### src/source/dccm_pkg.sv
//================================================
// widths, register map and types for the DCCM banks
// the check code is stored as given and never computed here
//================================================
`default_nettype none

package dccm_pkg;

        localparam int DCCM_DATA_WIDTH  = 32;
        localparam int DCCM_ECC_WIDTH   = 7;
        localparam int DCCM_FDATA_WIDTH = DCCM_ECC_WIDTH + DCCM_DATA_WIDTH;
        localparam int DCCM_BYTE_WIDTH  = 4;    // bytes per bank word
        localparam int FLIP_POS_WIDTH   = 6;
        localparam int AXIL_ADDR_WIDTH  = 4;
        localparam int AXIL_DATA_WIDTH  = 32;

        typedef logic [DCCM_DATA_WIDTH-1:0]  dccm_data_t;
        typedef logic [DCCM_ECC_WIDTH-1:0]   dccm_ecc_t;
        typedef logic [DCCM_FDATA_WIDTH-1:0] dccm_fdata_t;    // ecc in the upper bits
        typedef logic [FLIP_POS_WIDTH-1:0]   flip_pos_t;
        typedef logic [AXIL_ADDR_WIDTH-1:0]  axil_addr_t;
        typedef logic [AXIL_DATA_WIDTH-1:0]  axil_data_t;
        typedef logic [1:0]                  axil_resp_t;

        // register byte offsets
        localparam axil_addr_t REG_CTRL      = 4'h0;
        localparam axil_addr_t REG_FLIP_POS  = 4'h4;
        localparam axil_addr_t REG_BANK_MASK = 4'h8;
        localparam axil_addr_t REG_INJ_COUNT = 4'hC;    // read only, write clears

        localparam int CTRL_SINGLE_BIT = 0;
        localparam int CTRL_DOUBLE_BIT = 1;
        localparam int POS0_LSB        = 0;    // field offsets in REG_FLIP_POS
        localparam int POS1_LSB        = 8;

        localparam axil_resp_t AXIL_RESP_OKAY = 2'b00;

endpackage

`default_nettype wire

### src/source/dccm_inject_regs.sv
//================================================
// AXI4-Lite register block for error injection
// no strobes, whole words only; up to 32 banks in the mask
//================================================
`timescale 1ns/1ps
`default_nettype none

module dccm_inject_regs #(
        parameter int DCCM_NUM_BANKS = 4
) (
        input  logic                      clk,
        input  logic                      rst_n,
        // write address, data and response
        input  logic                      awvalid,
        output logic                      awready,
        input  dccm_pkg::axil_addr_t      awaddr,
        input  logic                      wvalid,
        output logic                      wready,
        input  dccm_pkg::axil_data_t      wdata,
        output logic                      bvalid,
        input  logic                      bready,
        output dccm_pkg::axil_resp_t      bresp,
        // read address and data
        input  logic                      arvalid,
        output logic                      arready,
        input  dccm_pkg::axil_addr_t      araddr,
        output logic                      rvalid,
        input  logic                      rready,
        output dccm_pkg::axil_data_t      rdata,
        output dccm_pkg::axil_resp_t      rresp,
        // injection control
        output logic                      single_en,
        output logic                      double_en,
        output dccm_pkg::flip_pos_t       pos0,
        output dccm_pkg::flip_pos_t       pos1,
        output logic [DCCM_NUM_BANKS-1:0] bank_mask,
        output logic                      count_clear,
        input  dccm_pkg::axil_data_t      inj_count
);

        import dccm_pkg::*;

        logic       wr_accept;
        logic       rd_accept;
        axil_data_t rd_word;

        // address and data are taken together, one response outstanding
        assign wr_accept = awvalid & wvalid & ~bvalid;
        assign rd_accept = arvalid & ~rvalid;

        assign awready = wr_accept;
        assign wready  = wr_accept;
        assign arready = rd_accept;
        assign bresp   = AXIL_RESP_OKAY;
        assign rresp   = AXIL_RESP_OKAY;

        assign count_clear = wr_accept & (awaddr == REG_INJ_COUNT);    // one cycle pulse

        always_ff @(posedge clk or negedge rst_n) begin
                if (!rst_n) begin
                        single_en <= 1'b0;
                        double_en <= 1'b0;
                        pos0      <= '0;
                        pos1      <= '0;
                        bank_mask <= '0;
                end else if (wr_accept) begin
                        case (awaddr)
                                REG_CTRL: begin
                                        single_en <= wdata[CTRL_SINGLE_BIT];
                                        double_en <= wdata[CTRL_DOUBLE_BIT];
                                end
                                REG_FLIP_POS: begin
                                        pos0 <= wdata[POS0_LSB +: FLIP_POS_WIDTH];
                                        pos1 <= wdata[POS1_LSB +: FLIP_POS_WIDTH];
                                end
                                REG_BANK_MASK: begin
                                        bank_mask <= wdata[DCCM_NUM_BANKS-1:0];
                                end
                                default: begin
                                        // count clear is the pulse above
                                end
                        endcase
                end
        end

        always_ff @(posedge clk or negedge rst_n) begin
                if (!rst_n) begin
                        bvalid <= 1'b0;
                end else if (wr_accept) begin
                        bvalid <= 1'b1;
                end else if (bready) begin
                        bvalid <= 1'b0;
                end
        end

        // read mux, unmapped offsets give zero
        always_comb begin
                rd_word = '0;
                case (araddr)
                        REG_CTRL: begin
                                rd_word[CTRL_SINGLE_BIT] = single_en;
                                rd_word[CTRL_DOUBLE_BIT] = double_en;
                        end
                        REG_FLIP_POS: begin
                                rd_word[POS0_LSB +: FLIP_POS_WIDTH] = pos0;
                                rd_word[POS1_LSB +: FLIP_POS_WIDTH] = pos1;
                        end
                        REG_BANK_MASK: begin
                                rd_word[DCCM_NUM_BANKS-1:0] = bank_mask;
                        end
                        REG_INJ_COUNT: begin
                                rd_word = inj_count;
                        end
                        default: begin
                                rd_word = '0;
                        end
                endcase
        end

        always_ff @(posedge clk or negedge rst_n) begin
                if (!rst_n) begin
                        rvalid <= 1'b0;
                        rdata  <= '0;
                end else if (rd_accept) begin
                        rvalid <= 1'b1;
                        rdata  <= rd_word;    // held until rready
                end else if (rready) begin
                        rvalid <= 1'b0;
                end
        end

endmodule

`default_nettype wire

### config.mk
export PLATFORM = sky130hd
export DESIGN_NAME = dccm_inject_regs
export DESIGN_NICKNAME = d
export VERILOG_FILES = /design/src/source/dccm_pkg.sv /design/src/source/dccm_inject_regs.sv
export SDC_FILE = /design/constraint.sdc
export NUM_CORES = 1
export LEC_CHECK = 0
export ABC_AREA = 1
export BUFFER_PORTS_ARGS = -buffer_cell sky130_fd_sc_hd__buf_4
export CAP_MARGIN = 0
export CORE_MARGIN = 3
export CORE_UTILIZATION = 25
export CTS_BUF_LIST = sky130_fd_sc_hd__clkbuf_8
export DETAILED_ROUTE_END_ITERATION = 8
export PLACE_DENSITY = 0.49
export SLEW_MARGIN = 20
export SYNTH_ARGS = -nofsm -noshare
export SYNTH_HDL_FRONTEND = slang
export SYNTH_SLANG_ARGS = --single-unit
export TNS_END_PERCENT = 1
### constraint.sdc
create_clock -name clk -period 1.15 [get_ports clk]
set_input_delay 0.0575 -clock clk [delete_from_list [all_inputs] [get_ports clk]]
set_output_delay 0.0575 -clock clk [all_outputs]
set_load 0.02 [all_outputs]
* Word level (Yosys, flattened, before mapping) *
Index checks and enable logic that the tools add are counted.

cells by class
  reduce and logical (&&, ||, !) cells = 7
  eq/ne operators = 6
  muxes and demuxes = 10
  bitwise operators = 6

operators by type and width
  cell                                                 count
  two-way mux 18 bit                                   1
  equality test 4 bit, second input constant           4
  case mux 6 bit (2 select lines)                      1
  equality test 4 x 3 -> 1 bit, second input constant  2
  logical NOT 4 bit                                    2
  case mux 2 bit (4 select lines)                      1
  case mux 2 bit (3 select lines)                      1
  AND reduction 2 bit                                  3
  bitwise AND 1 bit                                    4
  two-way mux 1 bit                                    4
  case mux 2 bit (2 select lines)                      1
  nonzero test 2 bit                                   2
  two-way mux 2 bit                                    1
  NOT 1 bit                                            2

word-level totals
  bits of input ports = 79
  bits in registers = 52
  output and inout port bits = 60

* Depth between registers and ports, before layout *
  word-level depth = 3
  depth in mapped cells = 7

* Worst setup path before layout *
Ideal clock, no wire load.

  path kind = reg-to-reg
  start point = register bvalid
  end point = register pos0[0]
  cell stages (with the launch flop) = 8
  arrival = 1.318 ns
  slack = -0.286 ns
  buffers on the path = 1
  period minus slack after synthesis = 1.436 ns
  library setup time = 0.118 ns
  cells stage by stage = dfrtp_1 inv_1 nand3_1 inv_1 nand4_4 buf_6 nand2_1 o21ai_2

on the way
  word-level cells in the longest chain between the ends = 3

RTL lines
  element                        line                    RTL
  start, declared                dccm_inject_regs.sv:20  output logic bvalid,
  start signal, assigned         dccm_inject_regs.sv:88  bvalid <= 1'b0;
  start signal, assigned         dccm_inject_regs.sv:90  bvalid <= 1'b1;
  start signal, assigned         dccm_inject_regs.sv:92  bvalid <= 1'b0;
  NOT 1 bit                      dccm_inject_regs.sv:48  assign wr_accept = awvalid & wvalid & ~bvalid;
  bitwise AND 1 bit              dccm_inject_regs.sv:48
  net awready                    dccm_inject_regs.sv:15  output logic awready,
  AND reduction 2 bit (no line)  --
  end signal, assigned           dccm_inject_regs.sv:73  pos0 <= wdata[POS0_LSB +: FLIP_POS_WIDTH];
  end, declared                  dccm_inject_regs.sv:34  output dccm_pkg::flip_pos_t pos0,

The timed path passes the listed nets, and every way through them passes these cells.
A chain may end at the register's enable or synchronous reset.

* Worst setup path in the final report *
  start point = register bvalid
  end point = output count_clear

on the way
  word-level cells in the longest chain between the ends = 3

RTL lines
  element            line                    RTL
  NOT 1 bit          dccm_inject_regs.sv:48
  bitwise AND 1 bit  dccm_inject_regs.sv:48
  bitwise AND 1 bit  dccm_inject_regs.sv:57  assign count_clear = wr_accept & (awaddr == REG_INJ_COUNT);
  end, declared      dccm_inject_regs.sv:37  output logic count_clear,

Every way passes these cells.

==> results_dict.tcl <==
set metrics [dict create \
    p_leak_nw 2.055 \
    antenna_left 0 \
    portBuffers 114 \
    slowest_delay_ps 420 \
    grt_start_max_net_pins 26 \
    place_congestion 0.7181 \
    tns_ps -113.9 \
    totalPowerFinal_mw 4.729 \
    cp-end-kind "output pin" \
    grt_overflow 0 \
    die_y_um 103.1 \
    clock_sinks 52 \
    routed_wl_um 6732 \
    avgSynthCellArea_um2 8.721 \
    dp_cells 487 \
    placed_area_um2 3405 \
    design_area_um2 3914 \
    ys_seq_area_share_pct 55.26 \
    final_common_cell "buf_4" \
    dr_total_vias 2235 \
    fmax_mhz 810.4 \
    dieArea_um2 10620 \
    drt_iter0_drc 42 \
    reg2reg_slack_ps 10 \
    grt_usage_pct 12.90 \
    final_cell_mix "buf_4 (116), nand2_1 (74), dfrtp_1 (51)" \
    area_delta_synth_final_pct 66.21 \
    cp-start-kind "flop" \
    core_area_um2 8934 \
    post-dp-hpwl_um 4995 \
    synth_area_um2 2355 \
    grt_pass1_vias 2199 \
    cp_common_cell "buf_6" \
    drive_gt1_share_pct 39.24 \
    setup_viol 2 \
    tritoncts "done" \
    grt_antenna_before_repair 0 \
    yosys_warnings 0 \
    setup_ws_ps -83.93 \
    crit_type "flop to output pin" \
    worst-path-buf-inv 3 \
    path_cells "inv_2, nand3_4, buf_6, nor2_4, buf_6" \
    dieWidth_um 103.1 \
    rsz0062_at_grt "yes" \
    pin_count 139 \
    cts.reportedPaths.clkPinSlew_ps 90 \
    instances_no_fill 531 \
    power_density_nw_per_um2 1208 \
    path_delay_family "flip-flops" \
    netlist_instances 270 \
    via_per_inst 4.209 \
    h-tree-depth 2 \
    maxCapViolCount 0 \
    synth_seq_cells 52 \
    num_antenna_cells 0 \
    clockBufferDepth 2 \
    hold_class "input pin to flop" \
    peakVddDrop_v 0.0005071 \
    required_ps 1090 \
    violations "setup timing" \
    hold_slack_ps 13.10 \
    drtPass1Iterations 4 \
    clock_latency_ps 300 \
    hold_violations 0 \
    crit_slowest_cell "dfrtp_2" \
    start_util_pct 26.36 \
    report.final.slew_viol_count 0 \
    layout.nets 501 \
    fp-row-count 34 \
    cts_root_buf "clkbuf_8" \
    drc 0 \
    path_max_fanout 2 \
    status "finished with violations" \
    skew_ps 7.544 \
    grt_pass1_wl_um 10720 \
    cts_buffers 5 \
    post-route-period-util_pct 107.3 \
    critical_path_arrival_ps 1180 \
    fin_crit_ps 1234 \
    wl_per_cell_um 12.68 \
    synthDistinctLibCells 18 \
]
## area by class of cell
cell class / instances / area, µm²
clock buffer: 6 / 82.58
clock inverter: 2 / 11.26
fill: 883 / 5020
inverter: 20 / 80.08
multi-input combinational: 182 / 915.9
sequential: 52 / 1303
tap: 108 / 135.1
timing repair buffer: 161 / 1386
## where the power goes
part	switching (mW)	total, mW	internal (mW)	leakage [nW]
sequential	0.175	2.22	2.04	0.689
clock	0.584	1.07	0.481	0.0486
combinational	0.748	1.45	0.699	1.32
## routing by layer
layer	routed length, µm	GRT usage [%]	share of wire [%]
met2	3240	22.10	48
met4	18	2.689	0.27
met5	0	0	0
met3	410	2.977	6.1
met1	3062	16.64	45
## worst paths after layout
kind / endpoint / cells after the start / start
min in group asynchronous: rdata[27] / 2 / rst_n
worst min register to register: rdata[2] / 2 / rdata[2]
worst max-delay path: count_clear / 5 / bvalid
max in group asynchronous: bank_mask[2] / 3 / rst_n
worst min-delay path: rdata[5] / 3 / inj_count[5]
worst max register to register: pos0[3] / 7 / bvalid
## worst min-delay path, cell delays in order
cell	delay (ps)
buf_4	110
nand2_1	50
a31oi_1	60
## through the flow
stage,util (%),setup WS (ps)
2_1_floorplan,-,-75.72
3_3_place_gp,38.11,3.394
3_5_place_dp,38.11,-10.08
4_1_cts,43.38,-114.0
5_1_grt,43.81,-132.7
6_report,43.81,-83.93
## flip-flops by register name, indices dropped and copies added (netlist names)
register / flops
single_en: 1
rvalid: 1
rdata: 32
bank_mask: 4
double_en: 1
pos0: 6
bvalid: 1
pos1: 6
## timing repair
action                                  4_1_cts  5_1_grt
buffers inserted                              1        0
endpoints found under the setup margin       16       37
cloned                                        0        0
pin swaps                                     1        1
resized for setup                            14        8
hold buffers                                 33        2
hold endpoints to repair                     84        2
## logic make-up after synthesis
family                 synth area share (%)
AOI/OAI and AO/OA                     8.714
DFF                                   55.26
and+or+nand+nor                       27.47
buffers and inverters                 8.395
other                                0.1593
## Yosys cell counts, drive strengths merged
cell type / n / area (µm²)
dfrtp: 52 / 1301
clkbuf: 2 / 7.510
nand4: 1 / 21.27
a31oi: 8 / 50.05
nand2: 84 / 317.8
buf: 17 / 115.1
nor2: 16 / 62.56
o21ai: 22 / 155.1
nor3: 1 / 10.01
conb: 1 / 3.750
inv: 20 / 75.07
nand3: 46 / 235.2
(Power assumes the default switching activity.)
