==> src/source/dccm_pkg.sv <==
//================================================
// widths, register map and types for the DCCM banks
// the check code is stored as given and never computed here
//================================================
`default_nettype none

package dccm_pkg;

        localparam int DCCM_DATA_WIDTH  = 32;
        localparam int DCCM_ECC_WIDTH   = 7;
        localparam int DCCM_FDATA_WIDTH = DCCM_ECC_WIDTH + DCCM_DATA_WIDTH;
        localparam int DCCM_BYTE_WIDTH  = 4;    // bytes per bank word
        localparam int FLIP_POS_WIDTH   = 6;
        localparam int AXIL_ADDR_WIDTH  = 4;
        localparam int AXIL_DATA_WIDTH  = 32;

        typedef logic [DCCM_DATA_WIDTH-1:0]  dccm_data_t;
        typedef logic [DCCM_ECC_WIDTH-1:0]   dccm_ecc_t;
        typedef logic [DCCM_FDATA_WIDTH-1:0] dccm_fdata_t;    // ecc in the upper bits
        typedef logic [FLIP_POS_WIDTH-1:0]   flip_pos_t;
        typedef logic [AXIL_ADDR_WIDTH-1:0]  axil_addr_t;
        typedef logic [AXIL_DATA_WIDTH-1:0]  axil_data_t;
        typedef logic [1:0]                  axil_resp_t;

        // register byte offsets
        localparam axil_addr_t REG_CTRL      = 4'h0;
        localparam axil_addr_t REG_FLIP_POS  = 4'h4;
        localparam axil_addr_t REG_BANK_MASK = 4'h8;
        localparam axil_addr_t REG_INJ_COUNT = 4'hC;    // read only, write clears

        localparam int CTRL_SINGLE_BIT = 0;
        localparam int CTRL_DOUBLE_BIT = 1;
        localparam int POS0_LSB        = 0;    // field offsets in REG_FLIP_POS
        localparam int POS1_LSB        = 8;

        localparam axil_resp_t AXIL_RESP_OKAY = 2'b00;

endpackage

`default_nettype wire

==> src/source/dccm_bitflip_inject.sv <==
//================================================
// flips register-chosen bits of bank write words
// positions 39 and up flip nothing but the write still counts
//================================================
`timescale 1ns/1ps
`default_nettype none

module dccm_bitflip_inject #(
        parameter int DCCM_NUM_BANKS = 4
) (
        input  logic                                        clk,
        input  logic                                        rst_n,
        input  logic [DCCM_NUM_BANKS-1:0]                   clken,
        input  logic [DCCM_NUM_BANKS-1:0]                   wren,
        input  dccm_pkg::dccm_fdata_t [DCCM_NUM_BANKS-1:0]  wr_fdata,
        input  logic                                        single_en,
        input  logic                                        double_en,
        input  dccm_pkg::flip_pos_t                         pos0,
        input  dccm_pkg::flip_pos_t                         pos1,
        input  logic [DCCM_NUM_BANKS-1:0]                   bank_mask,
        input  logic                                        count_clear,
        output dccm_pkg::dccm_fdata_t [DCCM_NUM_BANKS-1:0]  ram_wdata,
        output dccm_pkg::axil_data_t                        inj_count
);

        import dccm_pkg::*;

        localparam int CNT_INC_W = $clog2(DCCM_NUM_BANKS + 1);

        dccm_fdata_t               mask_pos0;
        dccm_fdata_t               mask_pos1;
        dccm_fdata_t               flip_mask;
        logic [DCCM_NUM_BANKS-1:0] flip_act;
        logic [CNT_INC_W-1:0]      flip_cnt;
        logic [AXIL_DATA_WIDTH:0]  cnt_sum;

        function automatic dccm_fdata_t pos_onehot(input flip_pos_t pos);
                dccm_fdata_t oh;
                oh = '0;
                if (pos < DCCM_FDATA_WIDTH) begin    // out of range leaves the word alone
                        oh[pos] = 1'b1;
                end
                return oh;
        endfunction

        assign mask_pos0 = pos_onehot(pos0);
        assign mask_pos1 = pos_onehot(pos1);

        // double mode wins; equal positions cancel out
        always_comb begin
                if (double_en) begin
                        flip_mask = mask_pos0 ^ mask_pos1;
                end else if (single_en) begin
                        flip_mask = mask_pos0;
                end else begin
                        flip_mask = '0;
                end
        end

        assign flip_act = clken & wren & bank_mask & {DCCM_NUM_BANKS{single_en | double_en}};

        for (genvar i = 0; i < DCCM_NUM_BANKS; i++) begin : g_flip
                assign ram_wdata[i] = wr_fdata[i] ^ ({DCCM_FDATA_WIDTH{flip_act[i]}} & flip_mask);
        end

        // banks hit in this cycle
        always_comb begin
                flip_cnt = '0;
                for (int b = 0; b < DCCM_NUM_BANKS; b++) begin
                        flip_cnt = flip_cnt + CNT_INC_W'(flip_act[b]);
                end
        end

        assign cnt_sum = {1'b0, inj_count} + (AXIL_DATA_WIDTH + 1)'(flip_cnt);

        always_ff @(posedge clk or negedge rst_n) begin
                if (!rst_n) begin
                        inj_count <= '0;
                end else if (count_clear) begin
                        inj_count <= '0;    // clear beats increment
                end else if (cnt_sum[AXIL_DATA_WIDTH]) begin
                        inj_count <= '1;    // saturate
                end else begin
                        inj_count <= cnt_sum[AXIL_DATA_WIDTH-1:0];
                end
        end

endmodule

`default_nettype wire

==> config.mk <==
export PLATFORM = sky130hd
export DESIGN_NAME = dccm_bitflip_inject
export DESIGN_NICKNAME = d
export VERILOG_FILES = /design/src/source/dccm_pkg.sv /design/src/source/dccm_bitflip_inject.sv
export SDC_FILE = /design/constraint.sdc
export NUM_CORES = 1
export LEC_CHECK = 0
export BUFFER_PORTS_ARGS = -buffer_cell sky130_fd_sc_hd__buf_4
export CELL_PAD_IN_SITES_DETAIL_PLACEMENT = 0
export CELL_PAD_IN_SITES_GLOBAL_PLACEMENT = 1
export CORE_AREA = 3 3 145 147
export DETAILED_ROUTE_END_ITERATION = 7
export DIE_AREA = 0 0 148 150
export PLACE_DENSITY_LB_ADDON = 0.1
export SYNTH_ARGS = -nofsm -noshare
export SYNTH_HDL_FRONTEND = slang
export SYNTH_SLANG_ARGS = --single-unit
==> constraint.sdc <==
create_clock -name clk -period 3.7 [get_ports clk]
set_clock_uncertainty 0.1 [all_clocks]
set_input_delay 0.185 -clock clk [delete_from_list [all_inputs] [get_ports clk]]
set_output_delay 0.185 -clock clk [all_outputs]
set_load 0.005 [all_outputs]
### Yosys cells after proc, flatten, opt, wreduce, memory -nomap -nowiden

Cells that the tools add are included.

| storage, ports and cells | value |
|---|---|
| register bits after elaboration | 32 |
| input bits | 185 |
| output and inout bits | 188 |

| operators by class | value |
|---|---|
| add/sub/neg operators | 4 |
| magnitude comparators | 6 |
| multiplexer cells | 10 |
| bitwise gates (word level) | 13 |
| reduce and logical (&&, ||, !) cells | 2 |

Operators by type and width:

| operator | count |
|---|---|
| $xor A39 B39 Y39 | 5 |
| $and A39 B39 Y39 | 4 |
| $mux W39 | 4 |
| $mux W32 | 2 |
| $add A32 B3 Y33 | 1 |
| $lt A6 B7 Y1 const B | 2 |
| $and A4 B4 Y4 | 3 |
| $demux W1 S6 | 2 |
| $ge A6 B1 Y1 const B | 2 |
| $lt A6 B6 Y1 const B | 2 |
| $add A2 B1 Y3 | 1 |
| $add A3 B1 Y3 | 1 |
| $add A1 B1 Y2 | 1 |
| $logic_and A1 B1 Y1 | 2 |
| $mux W1 | 2 |
| $or A1 B1 Y1 | 1 |

### Logic depth before layout (Yosys ltp)

Gate-level depths: netlist (run 1).

| logic depth | value |
|---|---|
| word-level depth | 9 |
| gate-level depth with buffers | 14 |
| mapped depth without buffers | 12 |

### Worst setup path after synthesis (run 1)

OpenSTA, ideal clock, no wires.

| path | value |
|---|---|
| path type | input to register |
| from | input port double_en |
| to | register inj_count[10] |
| library setup time | 79 ps |
| arrival time | 3497 ps |
| required time | 3521 ps |
| slack | 24 ps |
| stages on the path | 14 |
| path buffers | 3 |
| path through | buf_2 -> nor2_1 -> nor2_1 -> inv_1 -> clkbuf_1 -> fa_1 -> fa_1 -> inv_1 -> fa_1 -> nand3_2 -> nor4_4 -> nand4_4 -> buf_6 -> a21oi_2 |

| on the way | value |
|---|---|
| word-level cells in the longest chain between the ends | 8 |

RTL lines:

| element | line | RTL |
|---|---|---|
| from (decl) | dccm_bitflip_inject.sv:17 | `input logic double_en,` |
| $or A1 B1 Y1 (*) | dccm_bitflip_inject.sv:60 | `assign flip_act = clken & wren & bank_mask & {DCCM_NUM_BANKS{single_en \| double_en}};` |
| $and A4 B4 Y4 (*) | dccm_bitflip_inject.sv:60 |  |
| $add A1 B1 Y2 | dccm_bitflip_inject.sv:70 | `flip_cnt = flip_cnt + CNT_INC_W'(flip_act[b]);` |
| $add A2 B1 Y3 | dccm_bitflip_inject.sv:70 |  |
| $add A3 B1 Y3 (*) | dccm_bitflip_inject.sv:70 |  |
| $add A32 B3 Y33 (*) | dccm_bitflip_inject.sv:74 | `assign cnt_sum = {1'b0, inj_count} + (AXIL_DATA_WIDTH + 1)'(flip_cnt);` |
| $mux W32 (*) | dccm_bitflip_inject.sv:81 | `end else if (cnt_sum[AXIL_DATA_WIDTH]) begin` |
| $mux W32 (*) | dccm_bitflip_inject.sv:79 | `end else if (count_clear) begin` |
| to (signal assigned) | dccm_bitflip_inject.sv:84 | `inj_count <= cnt_sum[AXIL_DATA_WIDTH-1:0];` |
| to (decl) | dccm_bitflip_inject.sv:23 | `output dccm_pkg::axil_data_t inj_count` |

Every way passes the cells marked *; elsewhere a longest branch is shown, timed or not.

### Worst setup path after layout (run 1)

| path | value |
|---|---|
| from | input port double_en |
| to | register inj_count[1] |

Same word-level chain as after synthesis.

==> impl.org, run 1 <==
** Placement
- The congestion estimate from routability-driven global placement came to 0.823.
- Number of placed instances with taps included :: 1315
- Dpl hpwl :: 18900 um
- Total of buffers placed on input and output ports :: 372

** Worst setup path
- Critical-path cell list :: buf_4 -> nor2_1 -> nor2_2 -> inv_1 -> fa_1 -> fa_1 -> inv_1 -> fa_1 -> nand3_2 -> nor4_4 -> nand4_4 -> buf_12 -> a21oi_1
- Capturing element type of the critical path :: flop
- Data on the critical path is required at its endpoint by 3790 ps.
- Among all stages on the critical path, the largest delay is contributed by sky130_fd_sc_hd__fa_1.
- By startpoint and endpoint, the worst setup path is classified as input pin to flop.
- CP max stage delay :: 460 ps
- Most numerous cell on the critical path :: sky130_fd_sc_hd__fa_1
- Endpoint arrival time on the critical path :: 3190 ps
- Maximum fanout encountered on the critical timing path :: 24
- Startpoint types :: input pin

** Floorplanning
- Die width :: 148 um
- From bottom edge to top edge, the die measures 150 um.
- The initial utilization of the core area, before any placement, comes to 26.1%.
- 373 I/O pins were placed.
- Area inside the core boundary :: 0.0200 mm2
- The initialized floorplan defines 52 standard-cell rows.
- The die covers 0.0222 mm2.

** STA
- Number of hold-slack violations in the final timing report :: 0
- Maximum clock rate :: 323 MHz
- The count of pins over their slew limit was 0.
- Post-route minimum period :: 3100 ps
- Setup violations remaining at the end of the flow were counted as 0.
- Measured against its own limit, the worst slew margin works out to 33.4%.
- For the pin with the worst max-slew slack, the measured transition is 986 ps.
- After routing, the total negative slack on setup checks comes to 0 ps.
- Setup repair after global routing left no endpoint under its margin.
- The final critical path takes up 83.8% of the cycle.

** Final layout
- Layout Cells excl Fill :: 1324
- Leaving out fill and tap cells, the most frequent cell in the layout is sky130_fd_sc_hd__buf_4.
- The net count of the finished layout is 1242.
- Syn-to-layout area delta :: 62.3%
- Register with the most flip-flops :: inj_count
- Cells with a size suffix above 1 make up 42.3% of the layout.
- In the final layout, flip-flops and latches occupy 801 um2.
- In the final layout, the registers with the most flip-flops are inj_count (32).
- Area of the multi-input gates :: 0.00417 mm2
- Antenna fix cells :: 0
- The register with the most flip-flops in the layout has 32 of them.
- The filler cells instantiated in the layout total 2129.
- The library cells used most frequently in the layout, excluding fill and tap cells, are sky130_fd_sc_hd__buf_4 (393), sky130_fd_sc_hd__nand2_1 (135), sky130_fd_sc_hd__xnor2_1 (133), sky130_fd_sc_hd__nor2_1 (66), sky130_fd_sc_hd__xor2_1 (47).
- Core utilization of the finished layout :: 42.3%

** Synthesis
- Post-synth EDFFs :: 0
- Averaged over all synthesized cells, the footprint is 7.45 um2.
- Synth warn :: 0
- Flop and latch count out of synthesis :: 32
- Yosys mapped the design onto 64 distinct sky130hd cell types.
- Leading register cell type out of synthesis :: sky130_fd_sc_hd__dfrtp_1
- In the synthesized netlist the async set-or-reset flop fraction comes to 100%.
- The number of nets in the synthesized netlist is 891.
- Sequential share of the synthesized area :: 15.3%
- Cells after synthesis :: 702
- Mapped cell area :: 0.00523 mm2

** Clock network
- No sink is reached through more buffers than the 2 on the longest clock path.
- After clock tree synthesis, the clock-pin slew on the worst setup and hold paths is 50 ps.
- Total clock buffers created by CTS :: 5
- TritonCTS built the clock tree.
- Cell at the root of the clock tree :: sky130_fd_sc_hd__clkbuf_16
- For the worst-skew pair, the clock arrives at the later sink with an insertion delay of 270 ps.
- H-tree depth :: 2
- The clock net in this run drives a total of 32 sinks.
- In this run, post-CTS repair resized a total of 0 instances.

** Hold path
- In this run the worst hold path is classified as input pin to flop.

** Detailed routing
- The detailed router placed 6291 vias in this run.
- After detailed routing, the number of vias per cell comes to 4.75.
- After detailed routing, the total wire length is 23300 um.
- After detailed routing, the number of remaining DRC violations is 0.
- Once detail routing completed, the nets flagged for antenna violations numbered 0.
- Before antenna repair, the detailed router went through 5 iterations.
- Initial drt markers :: 380
- Per-cell routed wire length :: 17.6 um

** Global routing
- Wire length of the first global-routing pass :: 34000 um
- Remaining Overflow, GRT :: 0
- The number of global-route vias before repair came to 5970.
- Global routing used 18.9% of the available tracks.
- The number of antenna violations at the first check in global routing was 0.
- Entering global routing, the biggest net connects 33 pins.

** Pwr
- Design Power :: 0.00135 W
- Across the VDD grid, the largest voltage drop is 0.182 mV.
- Leakage power figure :: 3.54 nW
- Power spread over the standard cell area amounts to 159 mW/mm2.

** Run
- Maximum capacitance violations :: 0

** Outcome
- The flow ran to the end, and the final reports show no timing, DRC or antenna violations.
per-stage QoR:
| stage | instance area, um2 | setup slack [ps] | hold WS [ps] |
|---|---|---|---|
| floorplan | 5230 | 24.1 | -211 |
| global placement | 8330 | 350 | 59.8 |
| detailed placement | 8330 | 338 | 61.9 |
| CTS | 8480 | 592 | 278 |
| global route | 8480 | 331 | 286 |
| finish | 8480 | 601 | 271 |
critical path, delay by kind of cell:
family,cells,cell delay [ps]
compound gates,1,160
fa+ha+maj,3,1200
buf+inv,4,520
simple gates,5,1100
report_power, final:
group          switching, W  leakage [nW]  internal (W)
Sequential       0.00000373         0.446      0.000354
Clock              0.000141        0.0712      0.000268
Combinational      0.000254          3.02      0.000327
Total              0.000399          3.54      0.000949
area by class of cell:
| cell class | instances | share of cell area, % |
|---|---|---|
| flip-flops and latches | 32 | 9.44 |
| multi-input cells | 607 | 49.2 |
| well taps | 270 | 3.98 |
| clock buffers | 8 | 1.73 |
| inverters | 12 | 0.531 |
| repair buffers | 395 | 35.1 |
layer usage:
layer	part of all wire (%)	vias to the layer above	global-route usage [%]
met5	0	-	0
li1	-	3141	-
met3	8.2	6	4.06
met2	51	249	34.2
met4	0.39	0	1.34
met1	41	2895	24.2
cells by family (layout without fill, tap and decap cells):
logic type / count (synthesis) / count (layout) / synth area share [%]
AOI/OAI and AO/OA: 106 / 106 / 17.0
DFF: 32 / 32 / 15.3
xor gates and xnor gates: 180 / 180 / 30.2
muxes: 4 / 4 / 0.766
adders and majority gates: 4 / 4 / 1.39
and+or+nand+nor: 313 / 313 / 30.3
buffers and inverters: 63 / 415 / 5.05
final timing paths:
path                                    start       endpoint  slack, ps  depth (start not counted)
max in group asynchronous               rst_n  inj_count[31]       2900                          2
worst min register to register  inj_count[29]  inj_count[29]        490                          2
min in group asynchronous               rst_n   inj_count[6]        300                          2
worst max register to register   inj_count[0]   inj_count[1]        690                         10
worst min-delay path              count_clear  inj_count[27]        270                          2
worst max-delay path                double_en   inj_count[1]        600                         13
synth_stat cells, types with 3 or more instances:
| master | n | area share [%] |
|---|---|---|
| sky130_fd_sc_hd__nand2_1 | 135 | 9.7 |
| sky130_fd_sc_hd__xnor2_1 | 133 | 22 |
| sky130_fd_sc_hd__nor2_1 | 70 | 5.0 |
| sky130_fd_sc_hd__xor2_1 | 47 | 7.9 |
| sky130_fd_sc_hd__clkbuf_1 | 34 | 2.4 |
| sky130_fd_sc_hd__dfrtp_1 | 32 | 15 |
| sky130_fd_sc_hd__a21oi_2 | 18 | 3.0 |
| sky130_fd_sc_hd__nand3_1 | 18 | 1.7 |
| sky130_fd_sc_hd__nor4_1 | 13 | 1.6 |
| sky130_fd_sc_hd__inv_1 | 12 | 0.86 |
| sky130_fd_sc_hd__a32oi_1 | 11 | 1.8 |
| sky130_fd_sc_hd__nor3_1 | 11 | 1.1 |
| sky130_fd_sc_hd__buf_2 | 10 | 0.96 |
| sky130_fd_sc_hd__a21oi_1 | 9 | 0.86 |
| sky130_fd_sc_hd__a41oi_1 | 8 | 1.3 |
| sky130_fd_sc_hd__nor3b_1 | 8 | 1.1 |
| sky130_fd_sc_hd__o32a_1 | 8 | 1.5 |
| sky130_fd_sc_hd__and4_1 | 7 | 1.2 |
| sky130_fd_sc_hd__a31oi_1 | 6 | 0.72 |
| sky130_fd_sc_hd__o32ai_1 | 6 | 1.0 |
| sky130_fd_sc_hd__or3b_2 | 6 | 1.0 |
| sky130_fd_sc_hd__buf_1 | 5 | 0.36 |
| sky130_fd_sc_hd__o41ai_1 | 5 | 0.84 |
| sky130_fd_sc_hd__a2111oi_0 | 4 | 0.67 |
| sky130_fd_sc_hd__a31o_2 | 4 | 0.67 |
| sky130_fd_sc_hd__and3_1 | 4 | 0.48 |
| sky130_fd_sc_hd__mux2i_1 | 4 | 0.77 |
| sky130_fd_sc_hd__nand3b_1 | 4 | 0.57 |
| sky130_fd_sc_hd__nand4_1 | 4 | 0.48 |
| sky130_fd_sc_hd__nand4b_1 | 4 | 0.67 |
| sky130_fd_sc_hd__nor4b_1 | 4 | 0.67 |
| sky130_fd_sc_hd__and3b_1 | 3 | 0.50 |
| sky130_fd_sc_hd__fa_1 | 3 | 1.1 |
| sky130_fd_sc_hd__nand4bb_1 | 3 | 0.65 |
| sky130_fd_sc_hd__nor4bb_1 | 3 | 0.57 |
| sky130_fd_sc_hd__o2111ai_1 | 3 | 0.50 |
| sky130_fd_sc_hd__o21ai_1 | 3 | 0.29 |
| sky130_fd_sc_hd__o21bai_1 | 3 | 0.43 |
repair_timing:
action	4_1_cts	5_1_grt
endpoints found under the setup margin	0	0
hold buffers	1	0
endpoints found under the hold margin	32	0
buffers inserted	0	0
(Power assumes the default switching activity.)
==> run 2: changes to the inputs <==
==> constraint.sdc (replaced) <==
create_clock -name clk -period 3 [get_ports clk]
set_clock_uncertainty 0.1 [all_clocks]
set_input_delay 0.15 -clock clk [delete_from_list [all_inputs] [get_ports clk]]
set_output_delay 0.15 -clock clk [all_outputs]
set_load 0.005 [all_outputs]
==> run 2 against run 1 <==
  * Total power increased by 29%
  * Combinational power increased by 25%
  * Sequential power increased by 23%
  * Critical path depth decreased by 3
  * Wire length increased by 0.97%
  * Via count increased by 1.8%
==> impl.org, run 2 (synthesis results as in run 1) <==
** Worst setup path
- Critical-path cell list :: inv_1 -> fa_1 -> fa_2 -> inv_2 -> fa_2 -> nand3_4 -> nor4_4 -> buf_4 -> and4bb_2 -> nor3_1 (was buf_4 -> nor2_1 -> nor2_2 -> inv_1 -> fa_1 -> fa_1 -> inv_1 -> fa_1 -> nand3_2 -> nor4_4 -> nand4_4 -> buf_12 -> a21oi_1)
- The worst-case reg-to-reg path depth was 10 (unchanged).
- The cell with the most instances on the worst path is sky130_fd_sc_hd__fa_2 (was sky130_fd_sc_hd__fa_1).
- The gate family responsible for the most delay along the worst path was adder cells (unchanged).
- Class of the most critical setup path :: flop to flop (was input pin to flop)
- The startpoint class of the critical path is a flop (was input pin).
- Number of buffer and inverter instances along the worst setup path :: 3 (was 4)
- The highest cell delay on the worst timing path was 430 ps (was 460 ps).
- The cell at the slowest stage of the critical path is sky130_fd_sc_hd__fa_1 (unchanged).
- The signal arrival time at the worst endpoint was 2840 ps (was 3190 ps).
- The required time at the worst-slack endpoint was 3090 ps (was 3790 ps).
- Capturing element type of the critical path :: flop (unchanged)
- Crit path depth :: 10 (was 13)
- The peak fanout along the critical path was 7 (was 24).

** Detailed routing
- Per-cell routed wire length :: 17.5 um (was 17.6 um)
- Initial drt markers :: 418 (was 380)
- Total number of vias :: 6406 (was 6291)
- Routed length on met3 :: 1830 um (was 1900 um)
- The top routing layer in use was met4 (unchanged).
- Iteration count of the initial detailed-routing pass :: 5 (unchanged)
- Sum of met2 wire segment lengths after detailed routing :: 12000 um (was 11800 um)
- Remaining DRCs :: 0 (unchanged)
- Vias/cell :: 4.78 (was 4.75)
- M1 WL :: 9560 um (was 9500 um)
- Antenna Violating Nets Remaining :: 0 (unchanged)
- Overall routed net length :: 23500 um (was 23300 um)

** STA
- Post-route minimum period :: 2750 ps
- The normalized max-slew margin is 44.7% (was 33.4%).
- The number of hold-slack violations in the final timing report was 0 (unchanged).
- The actual slew at the worst max-slew pin is 818 ps (was 986 ps).
- Unrepaired setup endpoints after global routing :: false (unchanged)
- Timing would allow up to 363 MHz.
- Final period utilization :: 91.8%
- Total setup violations reported at the end of the flow :: 0 (unchanged)
- The count of pins over their slew limit was 0 (unchanged).
- Setup tns final :: 0 ps (unchanged)

** Final layout
- The register ranked first by flip-flop count was inj_count (unchanged).
- Filler instances :: 2149 (was 2129)
- The number of flip-flops in the largest register is 32 (unchanged).
- Top library cells by usage in the layout, fill and taps aside :: sky130_fd_sc_hd__buf_4 (409), sky130_fd_sc_hd__nand2_1 (135), sky130_fd_sc_hd__xnor2_1 (133), sky130_fd_sc_hd__nor2_1 (65), sky130_fd_sc_hd__xor2_1 (47) (was sky130_fd_sc_hd__buf_4 (393), sky130_fd_sc_hd__nand2_1 (135), sky130_fd_sc_hd__xnor2_1 (133), sky130_fd_sc_hd__nor2_1 (66), sky130_fd_sc_hd__xor2_1 (47))
- The leading cell type in the layout, fill and taps excluded was sky130_fd_sc_hd__buf_4 (unchanged).
- Syn-to-layout area delta :: 65.5% (was 62.3%)
- Ratio of cells with drive above 1 in the final layout :: 43.6% (was 42.3%)
- Area used by sequential logic in the layout :: 801 um2 (unchanged)
- Registers with the most flip-flops :: inj_count (32) (unchanged)
- Area of the multi-input gates :: 0.00420 mm2 (was 0.00417 mm2)
- The count of inserted antenna diode cells came to 0 (unchanged).
- # nets final :: 1258 (was 1242)

** Pwr
- Total power density per cell area :: 202 mW/mm2 (was 159 mW/mm2)
- The leakage component of the power was 3.62 nW (was 3.54 nW).
- Design Power :: 0.00174 W (was 0.00135 W)
- The peak ir drop on the vdd network is 0.215 mV (was 0.182 mV).

** Placement
- Total of buffers placed on input and output ports :: 372 (unchanged)
- The estimated wirelength of the detail-placed design is 18700 um (was 18900 um).
- The final weighted congestion in routability-driven placement came to 0.777 (was 0.823).

** Clock network
- Worst-skew pair later-pin latency :: 280 ps (was 270 ps)
- The library cell used as clock root buffer is sky130_fd_sc_hd__clkbuf_16 (unchanged).
- Count of cells resized by post-cts repair :: 0 (unchanged)
- Number of sinks handled by clock tree synthesis :: 32 (unchanged)
- H-tree depth :: 2 (unchanged)
- The TritonCTS clock tree was done (unchanged).
- Total clock buffers created by CTS :: 5 (unchanged)
- The clock edge transition at the registers on the reported setup and hold paths was 50 ps (about the same).
- Clock Tree Buf Depth :: 2 (unchanged)

** Floorplanning
- The number of placement rows is 52 (unchanged).
- The height of the chip is 150 um (unchanged).
- The die area is 0.0222 mm2 (unchanged).
- The initial cell density of the core was 26.1% (unchanged).
- The total core area came to 0.0200 mm2 (unchanged).
- I/O pin count :: 373 (unchanged)
- Die width :: 148 um (unchanged)

** Outcome
- Status :: complete, no violations (unchanged)

** Global routing
- The global-route wire length before repair is 34900 um (was 34000 um).
- The number of global-route vias before repair was 6172 (was 5970).
- Remaining Overflow, GRT :: 0 (unchanged)
- Global-route total usage across every layer :: 19.6% (was 18.9%)
- Antenna violations before repair :: 0 (unchanged)
- The pin count of the biggest net entering global routing came to 33 (unchanged).

** Run
- The number of violations of the max-capacitance limit was 0 (unchanged).

** Hold path
- The number of stages on the worst hold path came to 2 (unchanged).
- Hold Crit Class :: input pin to flop (unchanged)
[run 2: where the power goes]
| group | total (W) | switching [W] | internal, W |
|---|---|---|---|
| logic | 0.000725 | 0.000316 | 0.000409 |
| registers | 0.000441 | 0.00000444 | 0.000436 |
| clock network | 0.000578 | 0.000188 | 0.000390 |
| total | 0.00174 | 0.000508 | 0.00124 |
[run 2: final cells by class]
| class | instances | share of cell area [%] |
|---|---|---|
| Inverter | 12 | 0.521 |
| Tap cell | 270 | 3.91 |
| Timing Repair Buffer | 411 | 35.8 |
| Sequential cell | 32 | 9.26 |
| Clock buffer | 6 | 1.49 |
| Clock inverter | 2 | 0.405 |
| Multi-Input combinational cell | 607 | 48.6 |
[run 2: through the flow]
| step | area, um2 | util [%] | setup slack [ps] | hold slack [ps] | cells |
|---|---|---|---|---|---|
| final | 8650 | 43.2 | 247 | 228 | 1340 |
| after global routing | 8650 | 43.2 | 94.5 | 243 | 1340 |
| after CTS | 8650 | 43.2 | 222 | 235 | 1340 |
| after detailed placement | 8480 | 42.3 | -78.0 | 27.9 | 1331 |
| after global placement | 8480 | 42.3 | 1.44 | 26.0 | 1331 |
| after floorplan | 5290 | - | -90.8 | -246 | 702 |
[run 2: repair_timing]
action | CTS | global route
setup buffers | 0 | 0
endpoints found under the hold margin | 32 | 0
hold buffers | 1 | 0
[run 2: final timing paths]
kind,from,end,slack (ps)
min in group asynchronous,rst_n,inj_count[4],260
max in group asynchronous,rst_n,inj_count[27],2230
min,count_clear,inj_count[17],230
max reg2reg,inj_count[0],inj_count[31],250
max,inj_count[0],inj_count[31],250
min reg2reg,inj_count[23],inj_count[23],530
[run 2: per-layer routing]
metal  up-vias  global-route usage [%]
li1       3166                       -
met1      2961                    25.0
met2       271                    35.7
met3         8                    3.79
met4         0                    1.94
met5         -                       0
